[src/source/m6502_bus_pkg.sv]
package m6502_bus_pkg;

   localparam int addr_width = 16;
   localparam int data_width = 8;

   typedef logic [addr_width-1:0] addr_t;
   typedef logic [data_width-1:0] data_t;

   // Low byte of the start address, high byte follows
   localparam addr_t reset_vector = 16'hFFFC;

   typedef enum logic [1:0] {
      access_load  = 2'd0,
      access_store = 2'd1,
      access_fetch = 2'd2   // Single byte, no operand walk
   } access_t;

endpackage

[src/source/m6502_isa_pkg.sv]
package m6502_isa_pkg;

   typedef struct packed {
      logic [2:0] aaa;
      logic [2:0] bbb;
      logic [1:0] cc;
   } opcode_fields_t;

   typedef union packed {
      logic [7:0]     raw;
      opcode_fields_t fields;
   } opcode_t;

   typedef enum logic [3:0] {
      mode_idle,
      mode_reset,
      mode_imm,
      mode_zp,
      mode_zp_x,
      mode_zp_y,
      mode_abs,
      mode_abs_x,
      mode_abs_y,
      mode_ind_x,   // (zp,X)
      mode_ind_y,   // (zp),Y
      mode_ind_abs  // JMP (abs)
   } addr_mode_t;

   // Group one fields
   localparam logic [1:0] cc_group_one = 2'b01;
   localparam logic [2:0] aaa_sta      = 3'b100;
   localparam logic [2:0] aaa_lda      = 3'b101;

   localparam logic [2:0] bbb_ind_x = 3'b000;
   localparam logic [2:0] bbb_zp    = 3'b001;
   localparam logic [2:0] bbb_imm   = 3'b010;
   localparam logic [2:0] bbb_abs   = 3'b011;
   localparam logic [2:0] bbb_ind_y = 3'b100;
   localparam logic [2:0] bbb_zp_x  = 3'b101;
   localparam logic [2:0] bbb_abs_y = 3'b110;
   localparam logic [2:0] bbb_abs_x = 3'b111;

   localparam logic [7:0] op_ldx_imm = 8'hA2;
   localparam logic [7:0] op_ldx_zp  = 8'hA6;
   localparam logic [7:0] op_ldx_abs = 8'hAE;
   localparam logic [7:0] op_ldy_imm = 8'hA0;
   localparam logic [7:0] op_ldy_zp  = 8'hA4;
   localparam logic [7:0] op_ldy_abs = 8'hAC;
   localparam logic [7:0] op_jmp_abs = 8'h4C;
   localparam logic [7:0] op_jmp_ind = 8'h6C;

   function automatic logic [1:0] mode_length(addr_mode_t mode);
      case (mode)
         mode_imm, mode_zp, mode_zp_x, mode_zp_y, mode_ind_x, mode_ind_y: return 2'd1;
         mode_abs, mode_abs_x, mode_abs_y, mode_ind_abs: return 2'd2;
         default: return 2'd0;
      endcase
   endfunction

endpackage

[src/source/mem_bus_if.sv]
`timescale 1ns/1ps

interface mem_bus_if
   import m6502_bus_pkg::*;
();

   addr_t addr;
   data_t rd_data;
   data_t wr_data;
   logic  rd_req;
   logic  wr_en;
   logic  ready;   // One cycle pulse, ends the request

   modport master (
      output addr, wr_data, rd_req, wr_en,
      input  rd_data, ready
   );

   modport slave (
      input  addr, wr_data, rd_req, wr_en,
      output rd_data, ready
   );

endinterface

[src/source/addr_req_if.sv]
`timescale 1ns/1ps

interface addr_req_if
   import m6502_bus_pkg::*;
   import m6502_isa_pkg::*;
();

   logic       valid;
   addr_mode_t mode;
   access_t    access;
   addr_t      operand_addr;   // First operand byte, or opcode for a fetch
   data_t      index_x;
   data_t      index_y;
   data_t      store_data;

   logic       ready;
   logic       done;
   data_t      load_data;
   addr_t      jump_target;

   modport requester (
      output valid, mode, access, operand_addr, index_x, index_y, store_data,
      input  ready, done, load_data, jump_target
   );

   modport server (
      input  valid, mode, access, operand_addr, index_x, index_y, store_data,
      output ready, done, load_data, jump_target
   );

endinterface

[src/source/m6502_addr_unit.sv]
`timescale 1ns/1ps

module m6502_addr_unit
   import m6502_bus_pkg::*;
   import m6502_isa_pkg::*;
(
   input logic        clk,
   input logic        reset_n,
   addr_req_if.server req,
   mem_bus_if.master  mem
);

   localparam logic [2:0] s_idle    = 3'd0;
   localparam logic [2:0] s_opr_lo  = 3'd1;
   localparam logic [2:0] s_opr_hi  = 3'd2;
   localparam logic [2:0] s_ptr_lo  = 3'd3;
   localparam logic [2:0] s_ptr_hi  = 3'd4;
   localparam logic [2:0] s_access  = 3'd5;
   localparam logic [2:0] s_done    = 3'd6;

   logic [2:0] state;
   addr_mode_t mode_q;
   access_t    access_q;
   addr_t      opr_addr_q;
   data_t      x_q;
   data_t      y_q;
   data_t      store_q;
   data_t      lo_q;        // Low byte of the word being collected
   addr_t      ptr_q;
   addr_t      ea_q;
   addr_t      word_q;
   data_t      load_data_q;

   data_t zp_x_sum;
   data_t zp_y_sum;
   addr_t ptr_next;
   logic  zp_pointer;

   assign zp_x_sum = mem.rd_data + x_q;   // Wraps inside page 0
   assign zp_y_sum = mem.rd_data + y_q;
   assign zp_pointer = (mode_q == mode_ind_x) || (mode_q == mode_ind_y);
   assign ptr_next = zp_pointer ? {8'h00, ptr_q[7:0] + 8'd1} : ptr_q + 16'd1;

   always_comb
   begin
      mem.addr = ea_q;
      mem.rd_req = 1'b0;
      mem.wr_en = 1'b0;
      case (state)
         s_opr_lo:
         begin
            mem.addr = opr_addr_q;
            mem.rd_req = 1'b1;
         end
         s_opr_hi:
         begin
            mem.addr = opr_addr_q + 16'd1;
            mem.rd_req = 1'b1;
         end
         s_ptr_lo:
         begin
            mem.addr = ptr_q;
            mem.rd_req = 1'b1;
         end
         s_ptr_hi:
         begin
            mem.addr = ptr_next;
            mem.rd_req = 1'b1;
         end
         s_access:
         begin
            mem.wr_en = (access_q == access_store);
            mem.rd_req = (access_q != access_store);
         end
         default:
         begin
         end
      endcase
   end

   assign mem.wr_data = store_q;
   assign req.ready = (state == s_idle);
   assign req.done = (state == s_done);
   assign req.load_data = load_data_q;
   assign req.jump_target = word_q;

   always_ff @(posedge clk)
   begin
      if (!reset_n)
         state <= s_idle;
      else
      begin
         case (state)
            s_idle:
               if (req.valid)
               begin
                  mode_q <= req.mode;
                  access_q <= req.access;
                  opr_addr_q <= req.operand_addr;
                  x_q <= req.index_x;
                  y_q <= req.index_y;
                  store_q <= req.store_data;
                  if (req.access == access_fetch || req.mode == mode_imm)
                  begin
                     ea_q <= req.operand_addr;
                     state <= s_access;
                  end
                  else if (req.mode == mode_reset)
                  begin
                     ptr_q <= reset_vector;
                     state <= s_ptr_lo;
                  end
                  else
                     state <= s_opr_lo;
               end
            s_opr_lo:
               if (mem.ready)
               begin
                  lo_q <= mem.rd_data;
                  state <= s_access;
                  case (mode_q)
                     mode_zp: ea_q <= {8'h00, mem.rd_data};
                     mode_zp_x: ea_q <= {8'h00, zp_x_sum};
                     mode_zp_y: ea_q <= {8'h00, zp_y_sum};
                     mode_ind_x:
                     begin
                        ptr_q <= {8'h00, zp_x_sum};
                        state <= s_ptr_lo;
                     end
                     mode_ind_y:
                     begin
                        ptr_q <= {8'h00, mem.rd_data};
                        state <= s_ptr_lo;
                     end
                     default: state <= s_opr_hi;   // Two byte operand
                  endcase
               end
            s_opr_hi:
               if (mem.ready)
               begin
                  word_q <= {mem.rd_data, lo_q};
                  state <= s_access;
                  case (mode_q)
                     mode_abs_x: ea_q <= {mem.rd_data, lo_q} + {8'h00, x_q};
                     mode_abs_y: ea_q <= {mem.rd_data, lo_q} + {8'h00, y_q};
                     mode_ind_abs:
                     begin
                        ptr_q <= {mem.rd_data, lo_q};
                        state <= s_ptr_lo;
                     end
                     default: ea_q <= {mem.rd_data, lo_q};
                  endcase
               end
            s_ptr_lo:
               if (mem.ready)
               begin
                  lo_q <= mem.rd_data;
                  state <= s_ptr_hi;
               end
            s_ptr_hi:
               if (mem.ready)
               begin
                  word_q <= {mem.rd_data, lo_q};
                  state <= s_access;
                  case (mode_q)
                     mode_ind_x: ea_q <= {mem.rd_data, lo_q};
                     mode_ind_y: ea_q <= {mem.rd_data, lo_q} + {8'h00, y_q};
                     default: state <= s_done;   // Vector or JMP pointer word
                  endcase
               end
            s_access:
               if (mem.ready)
               begin
                  if (access_q != access_store)
                     load_data_q <= mem.rd_data;
                  state <= s_done;
               end
            default: state <= s_idle;
         endcase
      end
   end

endmodule

[src/source/m6502_cpu.sv]
`timescale 1ns/1ps

module m6502_cpu
   import m6502_bus_pkg::*;
   import m6502_isa_pkg::*;
(
   input  logic      clk,
   input  logic      reset_n,
   mem_bus_if.master mem,
   output logic      halted
);

   localparam logic [3:0] st_boot       = 4'd0;
   localparam logic [3:0] st_reset      = 4'd1;
   localparam logic [3:0] st_reset_wait = 4'd2;
   localparam logic [3:0] st_fetch      = 4'd3;
   localparam logic [3:0] st_fetch_wait = 4'd4;
   localparam logic [3:0] st_decode     = 4'd5;
   localparam logic [3:0] st_execute    = 4'd6;
   localparam logic [3:0] st_exec_wait  = 4'd7;
   localparam logic [3:0] st_halt       = 4'd8;

   logic [3:0] state;
   addr_t      pc;
   data_t      reg_a;
   data_t      reg_x;
   data_t      reg_y;
   opcode_t    opcode;

   addr_mode_t group_mode;
   addr_mode_t dec_mode;
   access_t    dec_access;
   logic       dec_ok;
   logic       dec_jump;
   logic       dec_load_a;
   logic       dec_load_x;
   logic       dec_load_y;

   addr_req_if areq ();

   m6502_addr_unit u_addr_unit (
      .clk     (clk),
      .reset_n (reset_n),
      .req     (areq.server),
      .mem     (mem)
   );

   always_comb
   begin
      case (opcode.fields.bbb)
         bbb_ind_x: group_mode = mode_ind_x;
         bbb_zp:    group_mode = mode_zp;
         bbb_imm:   group_mode = mode_imm;
         bbb_abs:   group_mode = mode_abs;
         bbb_ind_y: group_mode = mode_ind_y;
         bbb_zp_x:  group_mode = mode_zp_x;
         bbb_abs_y: group_mode = mode_abs_y;
         default:   group_mode = mode_abs_x;
      endcase
   end

   always_comb
   begin
      dec_ok = 1'b1;
      dec_mode = mode_idle;
      dec_access = access_load;
      dec_jump = 1'b0;
      dec_load_a = 1'b0;
      dec_load_x = 1'b0;
      dec_load_y = 1'b0;
      if (opcode.fields.cc == cc_group_one && opcode.fields.aaa == aaa_lda)
      begin
         dec_mode = group_mode;
         dec_load_a = 1'b1;
      end
      else if (opcode.fields.cc == cc_group_one && opcode.fields.aaa == aaa_sta
               && opcode.fields.bbb != bbb_imm)
      begin
         dec_mode = group_mode;
         dec_access = access_store;
      end
      else
      begin
         dec_load_x = (opcode.raw == op_ldx_imm) || (opcode.raw == op_ldx_zp)
                      || (opcode.raw == op_ldx_abs);
         dec_load_y = (opcode.raw == op_ldy_imm) || (opcode.raw == op_ldy_zp)
                      || (opcode.raw == op_ldy_abs);
         dec_jump = (opcode.raw == op_jmp_abs) || (opcode.raw == op_jmp_ind);
         case (opcode.raw)
            op_ldx_imm, op_ldy_imm: dec_mode = mode_imm;
            op_ldx_zp, op_ldy_zp:   dec_mode = mode_zp;
            op_ldx_abs, op_ldy_abs: dec_mode = mode_abs;
            op_jmp_abs:             dec_mode = mode_abs;   // Target is the operand word
            op_jmp_ind:             dec_mode = mode_ind_abs;
            default:                dec_ok = 1'b0;
         endcase
      end
   end

   assign areq.valid = (state == st_reset) || (state == st_fetch) || (state == st_execute);
   assign areq.mode = (state == st_reset) ? mode_reset :
                      (state == st_execute) ? dec_mode : mode_idle;
   assign areq.access = (state == st_fetch) ? access_fetch : dec_access;
   assign areq.operand_addr = pc;
   assign areq.index_x = reg_x;
   assign areq.index_y = reg_y;
   assign areq.store_data = reg_a;

   always_ff @(posedge clk)
   begin
      if (state == st_fetch_wait && areq.done)
         opcode <= areq.load_data;
   end

   always_ff @(posedge clk)
   begin
      if (!reset_n)
      begin
         state <= st_boot;
         halted <= 1'b0;
         pc <= '0;
         reg_a <= '0;
         reg_x <= '0;
         reg_y <= '0;
      end
      else
      begin
         case (state)
            st_boot: state <= st_reset;
            st_reset:
               if (areq.ready)
                  state <= st_reset_wait;
            st_reset_wait:
               if (areq.done)
               begin
                  pc <= areq.jump_target;
                  state <= st_fetch;
               end
            st_fetch:
               if (areq.ready)
                  state <= st_fetch_wait;
            st_fetch_wait:
               if (areq.done)
               begin
                  pc <= pc + 16'd1;
                  state <= st_decode;
               end
            st_decode:
               if (dec_ok)
                  state <= st_execute;
               else
               begin
                  halted <= 1'b1;   // Held until reset
                  state <= st_halt;
               end
            st_execute:
               if (areq.ready)
                  state <= st_exec_wait;
            st_exec_wait:
               if (areq.done)
               begin
                  if (dec_load_a)
                     reg_a <= areq.load_data;
                  if (dec_load_x)
                     reg_x <= areq.load_data;
                  if (dec_load_y)
                     reg_y <= areq.load_data;
                  if (dec_jump)
                     pc <= areq.jump_target;
                  else
                     pc <= pc + addr_t'(mode_length(dec_mode));
                  state <= st_fetch;
               end
            st_halt: state <= st_halt;
            default: state <= st_boot;
         endcase
      end
   end

endmodule

[src/flat_wrapper.sv]
// flat-port wrapper written by rule: the top's interface ports become plain ports
module m6502_cpu_flat import m6502_bus_pkg::*; import m6502_isa_pkg::*;
  (clk, reset_n, halted, mem_addr, mem_wr_data, mem_rd_req, mem_wr_en, mem_rd_data, mem_ready);
  mem_bus_if mem_i ();
  input  logic clk;
  input  logic reset_n;
  output logic halted;
  output wire logic [$bits(mem_i.addr)-1:0] mem_addr;
  output wire logic [$bits(mem_i.wr_data)-1:0] mem_wr_data;
  output wire logic [$bits(mem_i.rd_req)-1:0] mem_rd_req;
  output wire logic [$bits(mem_i.wr_en)-1:0] mem_wr_en;
  input wire logic [$bits(mem_i.rd_data)-1:0] mem_rd_data;
  input wire logic [$bits(mem_i.ready)-1:0] mem_ready;
  assign mem_addr = mem_i.addr;
  assign mem_wr_data = mem_i.wr_data;
  assign mem_rd_req = mem_i.rd_req;
  assign mem_wr_en = mem_i.wr_en;
  assign mem_i.rd_data = mem_rd_data;
  assign mem_i.ready = mem_ready;
  m6502_cpu u_core (.clk(clk), .reset_n(reset_n), .mem(mem_i), .halted(halted));
endmodule
[config.mk]
export PLATFORM = sky130hd
export DESIGN_NAME = m6502_cpu_flat
export DESIGN_NICKNAME = d
export VERILOG_FILES = /design/src/source/m6502_bus_pkg.sv /design/src/source/m6502_isa_pkg.sv /design/src/source/mem_bus_if.sv /design/src/source/addr_req_if.sv /design/src/source/m6502_addr_unit.sv /design/src/source/m6502_cpu.sv /design/src/flat_wrapper.sv
export SDC_FILE = /design/constraint.sdc
export NUM_CORES = 1
export LEC_CHECK = 0
export ABC_AREA = 1
export BUFFER_PORTS_ARGS = -buffer_cell sky130_fd_sc_hd__buf_2
export CAP_MARGIN = 15
export CELL_PAD_IN_SITES_DETAIL_PLACEMENT = 1
export CELL_PAD_IN_SITES_GLOBAL_PLACEMENT = 2
export CORE_AREA = 3 3 193 195
export CTS_BUF_LIST = sky130_fd_sc_hd__clkbuf_2
export CTS_CLUSTER_DIAMETER = 60
export CTS_CLUSTER_SIZE = 8
export DETAILED_ROUTE_END_ITERATION = 8
export DIE_AREA = 0 0 196 198
export PLACE_DENSITY_LB_ADDON = 0.1
export SETUP_SLACK_MARGIN = 0.05
export SYNTH_ARGS = -nofsm -noshare
export SYNTH_HDL_FRONTEND = slang
export SYNTH_SLANG_ARGS = --single-unit
[constraint.sdc]
create_clock -name clk -period 8.75 [get_ports clk]
set_input_delay 2.625 -clock clk [delete_from_list [all_inputs] [get_ports clk]]
set_output_delay 2.625 -clock clk [all_outputs]
set_load 0.01 [all_outputs]
==> impl_metrics.env, run 1 <==
export IMPL_status="finished clean"
export IMPL_post_cts_resized=0
export IMPL_synth_top_cell_by_area="edfxtp_1"
export IMPL_synthTopCellsByArea="edfxtp_1 (33%), dfxtp_1 (9.0%), nand2_1 (8.5%), o21ai_0 (6.0%), inv_1 (5.8%)"
export IMPL_synthFlopType="edfxtp_1"
export IMPL_grt_pass1_wl_um=62300
export IMPL_synth_fp_nets=1402
export IMPL_routabilityCongestion=0.826
export IMPL_clock_fmax_ghz=0.167
export IMPL_synth_edf_count=118
export IMPL_yosysTopAreaCellShare_pct=33.2
export IMPL_power_density_nw_per_um2=234
export IMPL_cts_setup_buffers=0
export IMPL_post_synth_top_count_cell="nand2_1"
export IMPL_finalSetupViolCount=0
export IMPL_clk_pin_slew_ns=0.29
export IMPL_die_height_um=198
export IMPL_cts_max_path_buffers=2
export IMPL_synth_area_per_cell_um2=7.91
export IMPL_ant_nets=0
export IMPL_power_leakage_nw=4.55
export IMPL_grt_max_degree=42
export IMPL_synth_cell_type_count=58
export IMPL_required_ns=6.12
export IMPL_viasPerCell=5.25
export IMPL_synth_area_um2=10700
export IMPL_area_delta_synth_final_pct=8.60
export IMPL_yosys_warnings=0
export IMPL_drive_gt1_share_pct=9.50
export IMPL_drtPass1Iterations=5
export IMPL_hold_buffers=0
export IMPL_ioPinCount=38
export IMPL_vias=9728
export IMPL_cts_max_level=4
export IMPL_final_nets=1429
export IMPL_syn_inst=1350
export IMPL_synth_adder_area_share_pct=5.16
export IMPL_fp_dieArea_um2=38800
export IMPL_cap_viol_max_count=0
export IMPL_wire_per_inst_um=22.2
export IMPL_drt_iter0_markers=584
export IMPL_ys_seq_area_share_pct=42.2
export IMPL_cp_end_kind="output port"
export IMPL_synth_xor_area_share_pct=2.79
export IMPL_ir_worst_vdd_mv=0.132
export IMPL_grt_pass1_vias=9608
export IMPL_synth_compound_area_share_pct=19.7
export IMPL_cts_buffers_inserted=17
export IMPL_final_fill_count=4358
export IMPL_num_rows=69
export IMPL_clk_latency_ns=0.83
export IMPL_slew_headroom_pct=38.4
export IMPL_ys_async_sr_fraction_pct=0
export IMPL_critPathArrivalTime_ns=3.38
export IMPL_dp_hpwl_um=30900
export IMPL_die_w_um=196
export IMPL_io_buffers=37
export IMPL_fin_skew_ns=0.0579
export IMPL_drt_total_wl_um=41100
export IMPL_critPathMaxFanout=19
export IMPL_hold_path_class="flop to flop"
export IMPL_hold_viol_final=0
export IMPL_synth_top_family_by_area="simple AND/OR/NAND/NOR gates"
export IMPL_worstSetupStartpointType="flop"
export IMPL_overflow=0
export IMPL_synth_common_cells="nand2_1 (241), inv_1 (165), nor2_1 (129), o21ai_0 (127), edfxtp_1 (118)"
export IMPL_synthMuxAreaShare_pct=0
export IMPL_power_total_mw=2.71
export IMPL_ys_ff_latch=166
export IMPL_start_util_pct=30.0
export IMPL_fin_crit_sh_pct=68.6
export IMPL_route_detailed_drc=0
export IMPL_path_class="flop to output port"
export IMPL_final_setup_tns_ns=0
export IMPL_root_buffer="clkbuf_2"
export IMPL_cts_sinks=166
export IMPL_max_slew_worst_pin_slew_ns=0.921
export IMPL_coreArea_um2=35600
export IMPL_cts_tree="built"
export IMPL_synthSimpleGateAreaFrac_pct=22.0
export IMPL_antenna_found_initial=2
export IMPL_fin_crit_ns=6.01
export IMPL_grt_usage_pct=21.4
export IMPL_slew_viol_final=0
export IMPL_rsz0062_at_grt="false"
flip-flops by register name, summed over array words and instances, names as in the netlist:
| signal | cells |
|---|---|
| u_core.u_addr_unit.access_q | 2 |
| u_core.halted | 1 |
| u_core.u_addr_unit.opr_addr_q | 16 |
| u_core.areq.index_y | 8 |
| u_core.u_addr_unit.req.load_data | 8 |
| u_core.u_addr_unit.x_q | 8 |
| u_core.areq.index_x | 8 |
| u_core.u_addr_unit.ea_q | 16 |
| u_core.opcode | 8 |
| u_core.u_addr_unit.mode_q | 4 |
| u_core.state | 4 |
| u_core.u_addr_unit.req.jump_target | 16 |
| u_core.u_addr_unit.ptr_q | 16 |
| u_core.areq.operand_addr | 16 |
| u_core.u_addr_unit.y_q | 8 |
| u_core.areq.store_data | 8 |
| u_core.u_addr_unit.mem.wr_data | 8 |
| u_core.u_addr_unit.state | 3 |
| u_core.u_addr_unit.lo_q | 8 |
area by class of cell:
cell class                 count  area [um2]  share of cell area [%]
inverter                     176         663                    5.72
clock inverter                14         160                    1.38
multi-input combinational    966        5310                    45.8
clock buffer                  18        90.1                   0.777
antenna                        1        2.50                  0.0216
tap                          461         577                    4.97
timing repair buffer          50         287                    2.47
sequential                   166        4500                    38.8
worst max-delay path, stage by stage, from the launching register on:
cell and delay [ns]:
dfxtp_1 0.51, nor2_1 0.09, nand2_1 0.54, inv_1 0.43
nand2_2 0.27, inv_1 0.15, o21ai_0 0.11, a21oi_1 0.06
a21oi_1 0.16, nand4_1 0.10, buf_2 0.15
per-stage QoR:
stage	area (um2)	setup WS, ns	util, %	hold slack [ns]	std cells
6_report	11600	2.74	32.6	0.448	1852
2_1_floorplan	10700	2.18	-	0.403	1350
5_1_grt	11600	2.31	32.6	0.455	1852
3_5_place_dp	11300	3.58	31.9	0.413	1818
3_3_place_gp	11300	3.60	31.9	0.411	1818
4_1_cts	11600	2.61	32.6	0.460	1850
kinds of logic after synthesis:
group,after synthesis
flops,166
xor+xnor,34
compound gates,359
simple gates,532
buf+inv,218
fa+ha+maj,41
layout by cell type (no fill, tap or decap), drive strengths merged, types with 2 or more instances in the layout:
cell type  count
nand3         83
ha            36
fa             5
inv          185
xor2          25
a221oi         5
a21o           3
buf           50
xnor2          9
o2111ai        7
o21a           4
nor3          32
dfxtp         48
o21ai        135
a211oi         5
a31oi         14
a22oi          7
clkinv         4
nor2         141
nor3b          2
o21bai         4
o31ai          3
o311ai         4
o22ai          9
o221ai         6
nor4           2
nand3b         3
edfxtp       118
or2            4
nand4         18
nand2        247
a21oi        117
a211o          2
o211ai        28
clkbuf        18
metal layers:
layer,vias up,GRT usage [%],share of wire [%]
li1,4746,-,-
met1,4792,31.8,51
met2,172,33.7,45
met3,18,2.55,3.1
met4,0,4.30,1.2
met5,-,0,0
worst paths after layout:
| check | startpoint | endpoint | slack, ns | cells past startpoint |
|---|---|---|---|---|
| worst min register to register | u_core.areq.index_x[1]$_SDFFE_PN0P_ | u_core.u_addr_unit.x_q[1]$_DFFE_PP_ | 0.45 | 0 |
| worst min-delay path | u_core.areq.index_x[1]$_SDFFE_PN0P_ | u_core.u_addr_unit.x_q[1]$_DFFE_PP_ | 0.45 | 0 |
| worst max register to register | u_core.opcode[3]$_DFFE_PP_ | u_core.areq.operand_addr[14]$_SDFFE_PN0P_ | 4.60 | 21 |
| worst max-delay path | u_core.u_addr_unit.state[1]$_SDFFE_PN0P_ | mem_addr[12] | 2.74 | 10 |
power by group:
part,switching [mW],total [mW],internal (mW)
sequential,0.0899,1.08,0.993
combinational,0.822,1.18,0.357
clock,0.325,0.446,0.121
total,1.24,2.71,1.47
(Power assumes the default switching activity.)
==> run 2: changes to the inputs <==
- ABC_AREA: 1 -> 0
- CORE_AREA: 3 3 193 195 -> 3 3 194 196
- DIE_AREA: 0 0 196 198 -> 0 0 197 199
- clock period: 8.75 -> 5.7 ns (I/O delays scaled with it)
==> run 2 against run 1 <==
  * Combinational power rose by 95%
  * Register-to-register slack lost 2.8 ns
  * Final area grew 0.56%
  * Sequential cell count is the same
  * Largest cell class unchanged
  * Clock power grew 55%
  * Non-clock buffer count grew 10
  * Largest power group unchanged
  * Clock skew is 0.022 ns higher
  * Worst setup slack got worse by 2.1 ns
  * Critical path type unchanged
  * Sequential share of layout area decreased by 0.20 points
==> impl_metrics.env, run 2 <==
export IMPL_dp_hpwl_um=29700
export IMPL_grt_pass1_wl_um=60700
export IMPL_synthFlopType="edfxtp_1"
export IMPL_die_w_um=197
export IMPL_synth_common_cells="edfxtp_1 (118), nor2_1 (107), a21oi_1 (93), nand2_1 (80), o21ai_0 (58)"
export IMPL_hold_buffers=0
export IMPL_slowest_stage="xnor2_1"
export IMPL_final_setup_tns_ns=0
export IMPL_status="finished clean"
export IMPL_multiInputGateArea_um2=5850
export IMPL_ys_async_sr_fraction_pct=0
export IMPL_cp_common_cell="o21ai_0"
export IMPL_yosys_warnings=0
export IMPL_power_total_mw=4.76
export IMPL_synth_fp_nets=1184
export IMPL_cts_tree="built"
export IMPL_die_height_um=199
export IMPL_synth_top_cell_by_area="edfxtp_1"
export IMPL_fin_crit_sh_pct=88.0
export IMPL_finalSetupViolCount=0
export IMPL_routabilityCongestion=0.848
export IMPL_ys_ff_latch=166
export IMPL_grt_usage_pct=20.9
export IMPL_synth_area_um2=10700
export IMPL_setup_ws_ns=0.685
export IMPL_slew_headroom_pct=33.8
export IMPL_final_fill_count=4204
export IMPL_vias=8879
export IMPL_synth_area_per_cell_um2=9.47
export IMPL_hold_path_class="flop to flop"
export IMPL_io_buffers=37
export IMPL_power_leakage_nw=3.99
export IMPL_required_ns=3.99
export IMPL_met2_usage_pct=32.2
export IMPL_ys_seq_area_share_pct=42.0
export IMPL_cap_viol_max_count=0
export IMPL_route_detailed_drc=0
export IMPL_grt_max_degree=53
export IMPL_coreArea_um2=36300
export IMPL_rsz0062_at_grt="false"
export IMPL_synth_edf_count=118
export IMPL_use_met3_pct=3.37
export IMPL_ant_nets=0
export IMPL_viasPerCell=5.47
export IMPL_critPathMaxFanout=22
export IMPL_synth_top_family_by_area="compound AO/OA/AOI/OAI gates"
export IMPL_seq_area_um2=4510
export IMPL_crit_chain="buf_4 > nor2_1 > xnor2_1 > o21ai_0 > a21oi_1 > o21ai_0 > buf_2"
export IMPL_synth_xor_area_share_pct=5.80
export IMPL_worstSetupStartpointType="flop"
export IMPL_synthTopCellsByArea="edfxtp_1 (33%), dfxtp_1 (9.0%), a21oi_1 (4.3%), ha_1 (4.2%), nor2_1 (3.7%)"
export IMPL_drtPass1Iterations=5
export IMPL_dp_cells=1591
export IMPL_cts_buffers_inserted=17
export IMPL_final_cells=1624
export IMPL_fp_dieArea_um2=39200
export IMPL_ioPinCount=38
export IMPL_synth_adder_area_share_pct=5.13
export IMPL_use_met1_pct=31.0
export IMPL_num_rows=70
export IMPL_area_delta_synth_final_pct=8.75
export IMPL_max_stage_delay_ns=0.73
export IMPL_synthMuxAreaShare_pct=5.01
export IMPL_synthSimpleGateAreaFrac_pct=18.7
export IMPL_clock_fmax_ghz=0.199
export IMPL_clk_pin_slew_ns=0.34
export IMPL_max_slew_worst_pin_slew_ns=0.990
export IMPL_cts_sinks=166
export IMPL_final_nets=1194
export IMPL_drive_gt1_share_pct=11.3
export IMPL_overflow=0
export IMPL_start_util_pct=29.6
export IMPL_post_route_util_pct=32.2
export IMPL_path_class="flop to output port"
export IMPL_cts_max_level=4
export IMPL_cts_setup_buffers=0
export IMPL_cts_max_path_buffers=2
export IMPL_synth_cell_type_count=80
export IMPL_drt_iter0_markers=725
export IMPL_fin_crit_ns=5.02
export IMPL_layout_cells_most_common="edfxtp_1"
export IMPL_slew_viol_final=0
export IMPL_ir_worst_vdd_mv=0.162
export IMPL_wire_per_inst_um=24.8
export IMPL_fin_skew_ns=0.0796
export IMPL_grt_busiest_layer="met2"
export IMPL_cp_end_kind="output port"
export IMPL_grt_pass1_vias=8787
export IMPL_antenna_found_initial=2
export IMPL_power_density_nw_per_um2=408
export IMPL_post_place_ws_ns=1.54
export IMPL_hold_viol_final=0
export IMPL_cp_top_family="XOR/XNOR gates"
export IMPL_post_cts_resized=0
export IMPL_layout_common_cells="edfxtp_1 (118), nor2_1 (106), a21oi_1 (93), nand2_1 (80), o21ai_0 (58)"
export IMPL_crit_buf_inv=2
export IMPL_root_buffer="clkbuf_2"
export IMPL_yosysTopAreaCellShare_pct=33.0
export IMPL_drt_total_wl_um=40200
export IMPL_synth_compound_area_share_pct=19.6
export IMPL_critPathArrivalTime_ns=3.31
export IMPL_syn_inst=1132
export IMPL_post_synth_top_count_cell="edfxtp_1"
export IMPL_clk_latency_ns=0.84
-- run 2: cell types whose count changed after synthesis, moves of 39 or more --
cell / before / now
nand2_1: 241 / 80
o21ai_0: 127 / 58
nor2b_1: 0 / 44
inv_1: 165 / 25
mux2i_1: 0 / 39
nand3_1: 82 / 40
-- run 2: power breakdown --
group | switching, mW | internal (mW)
Combinational | 1.47 | 0.834
Clock | 0.538 | 0.152
Sequential | 0.217 | 1.55
-- run 2: path summary, 6_finish.rpt --
kind	startpoint	slack, ns	depth (start not counted)	to
hold / removal	u_core.areq.index_x[1]$_SDFFE_PN0P_	0.45	0	u_core.u_addr_unit.x_q[1]$_DFFE_PP_
setup reg to reg	u_core.opcode[4]$_DFFE_PP_	1.80	15	u_core.areq.operand_addr[14]$_SDFFE_PN0P_
setup / recovery	u_core.u_addr_unit.state[1]$_SDFFE_PN0P_	0.68	7	mem_addr[2]
hold reg to reg	u_core.areq.index_x[1]$_SDFFE_PN0P_	0.45	0	u_core.u_addr_unit.x_q[1]$_DFFE_PP_
-- run 2: cells by family after synthesis --
group	count (synthesis)
compound gates	317
mux	46
xor+xnor	71
fa+ha+maj	41
buf+inv	94
simple gates	397
flops	166
-- run 2: metrics by stage --
stage	cell area, um2	hold WS, ns
global route	11700	0.482
finish	11700	0.445
global placement	11400	0.412
detailed placement	11400	0.416
CTS	11700	0.473
floorplan	10700	0.403
-- run 2: final cells by class --
cell class	instances	area share [%]
clock inverters	15	1.53
clock buffers	17	0.730
inverters	25	0.805
well taps	468	5.02
diodes	1	0.0215
multi-input cells	872	50.2
repair buffers	60	3.07
flip-flops and latches	166	38.6
-- run 2: per-layer routing --
| metal | routed length [um] | share of wire (%) |
|---|---|---|
| met3 | 1700 | 4.2 |
| met5 | 0 | 0 |
| met1 | 20100 | 50 |
| met2 | 17800 | 44 |
| met4 | 544 | 1.4 |
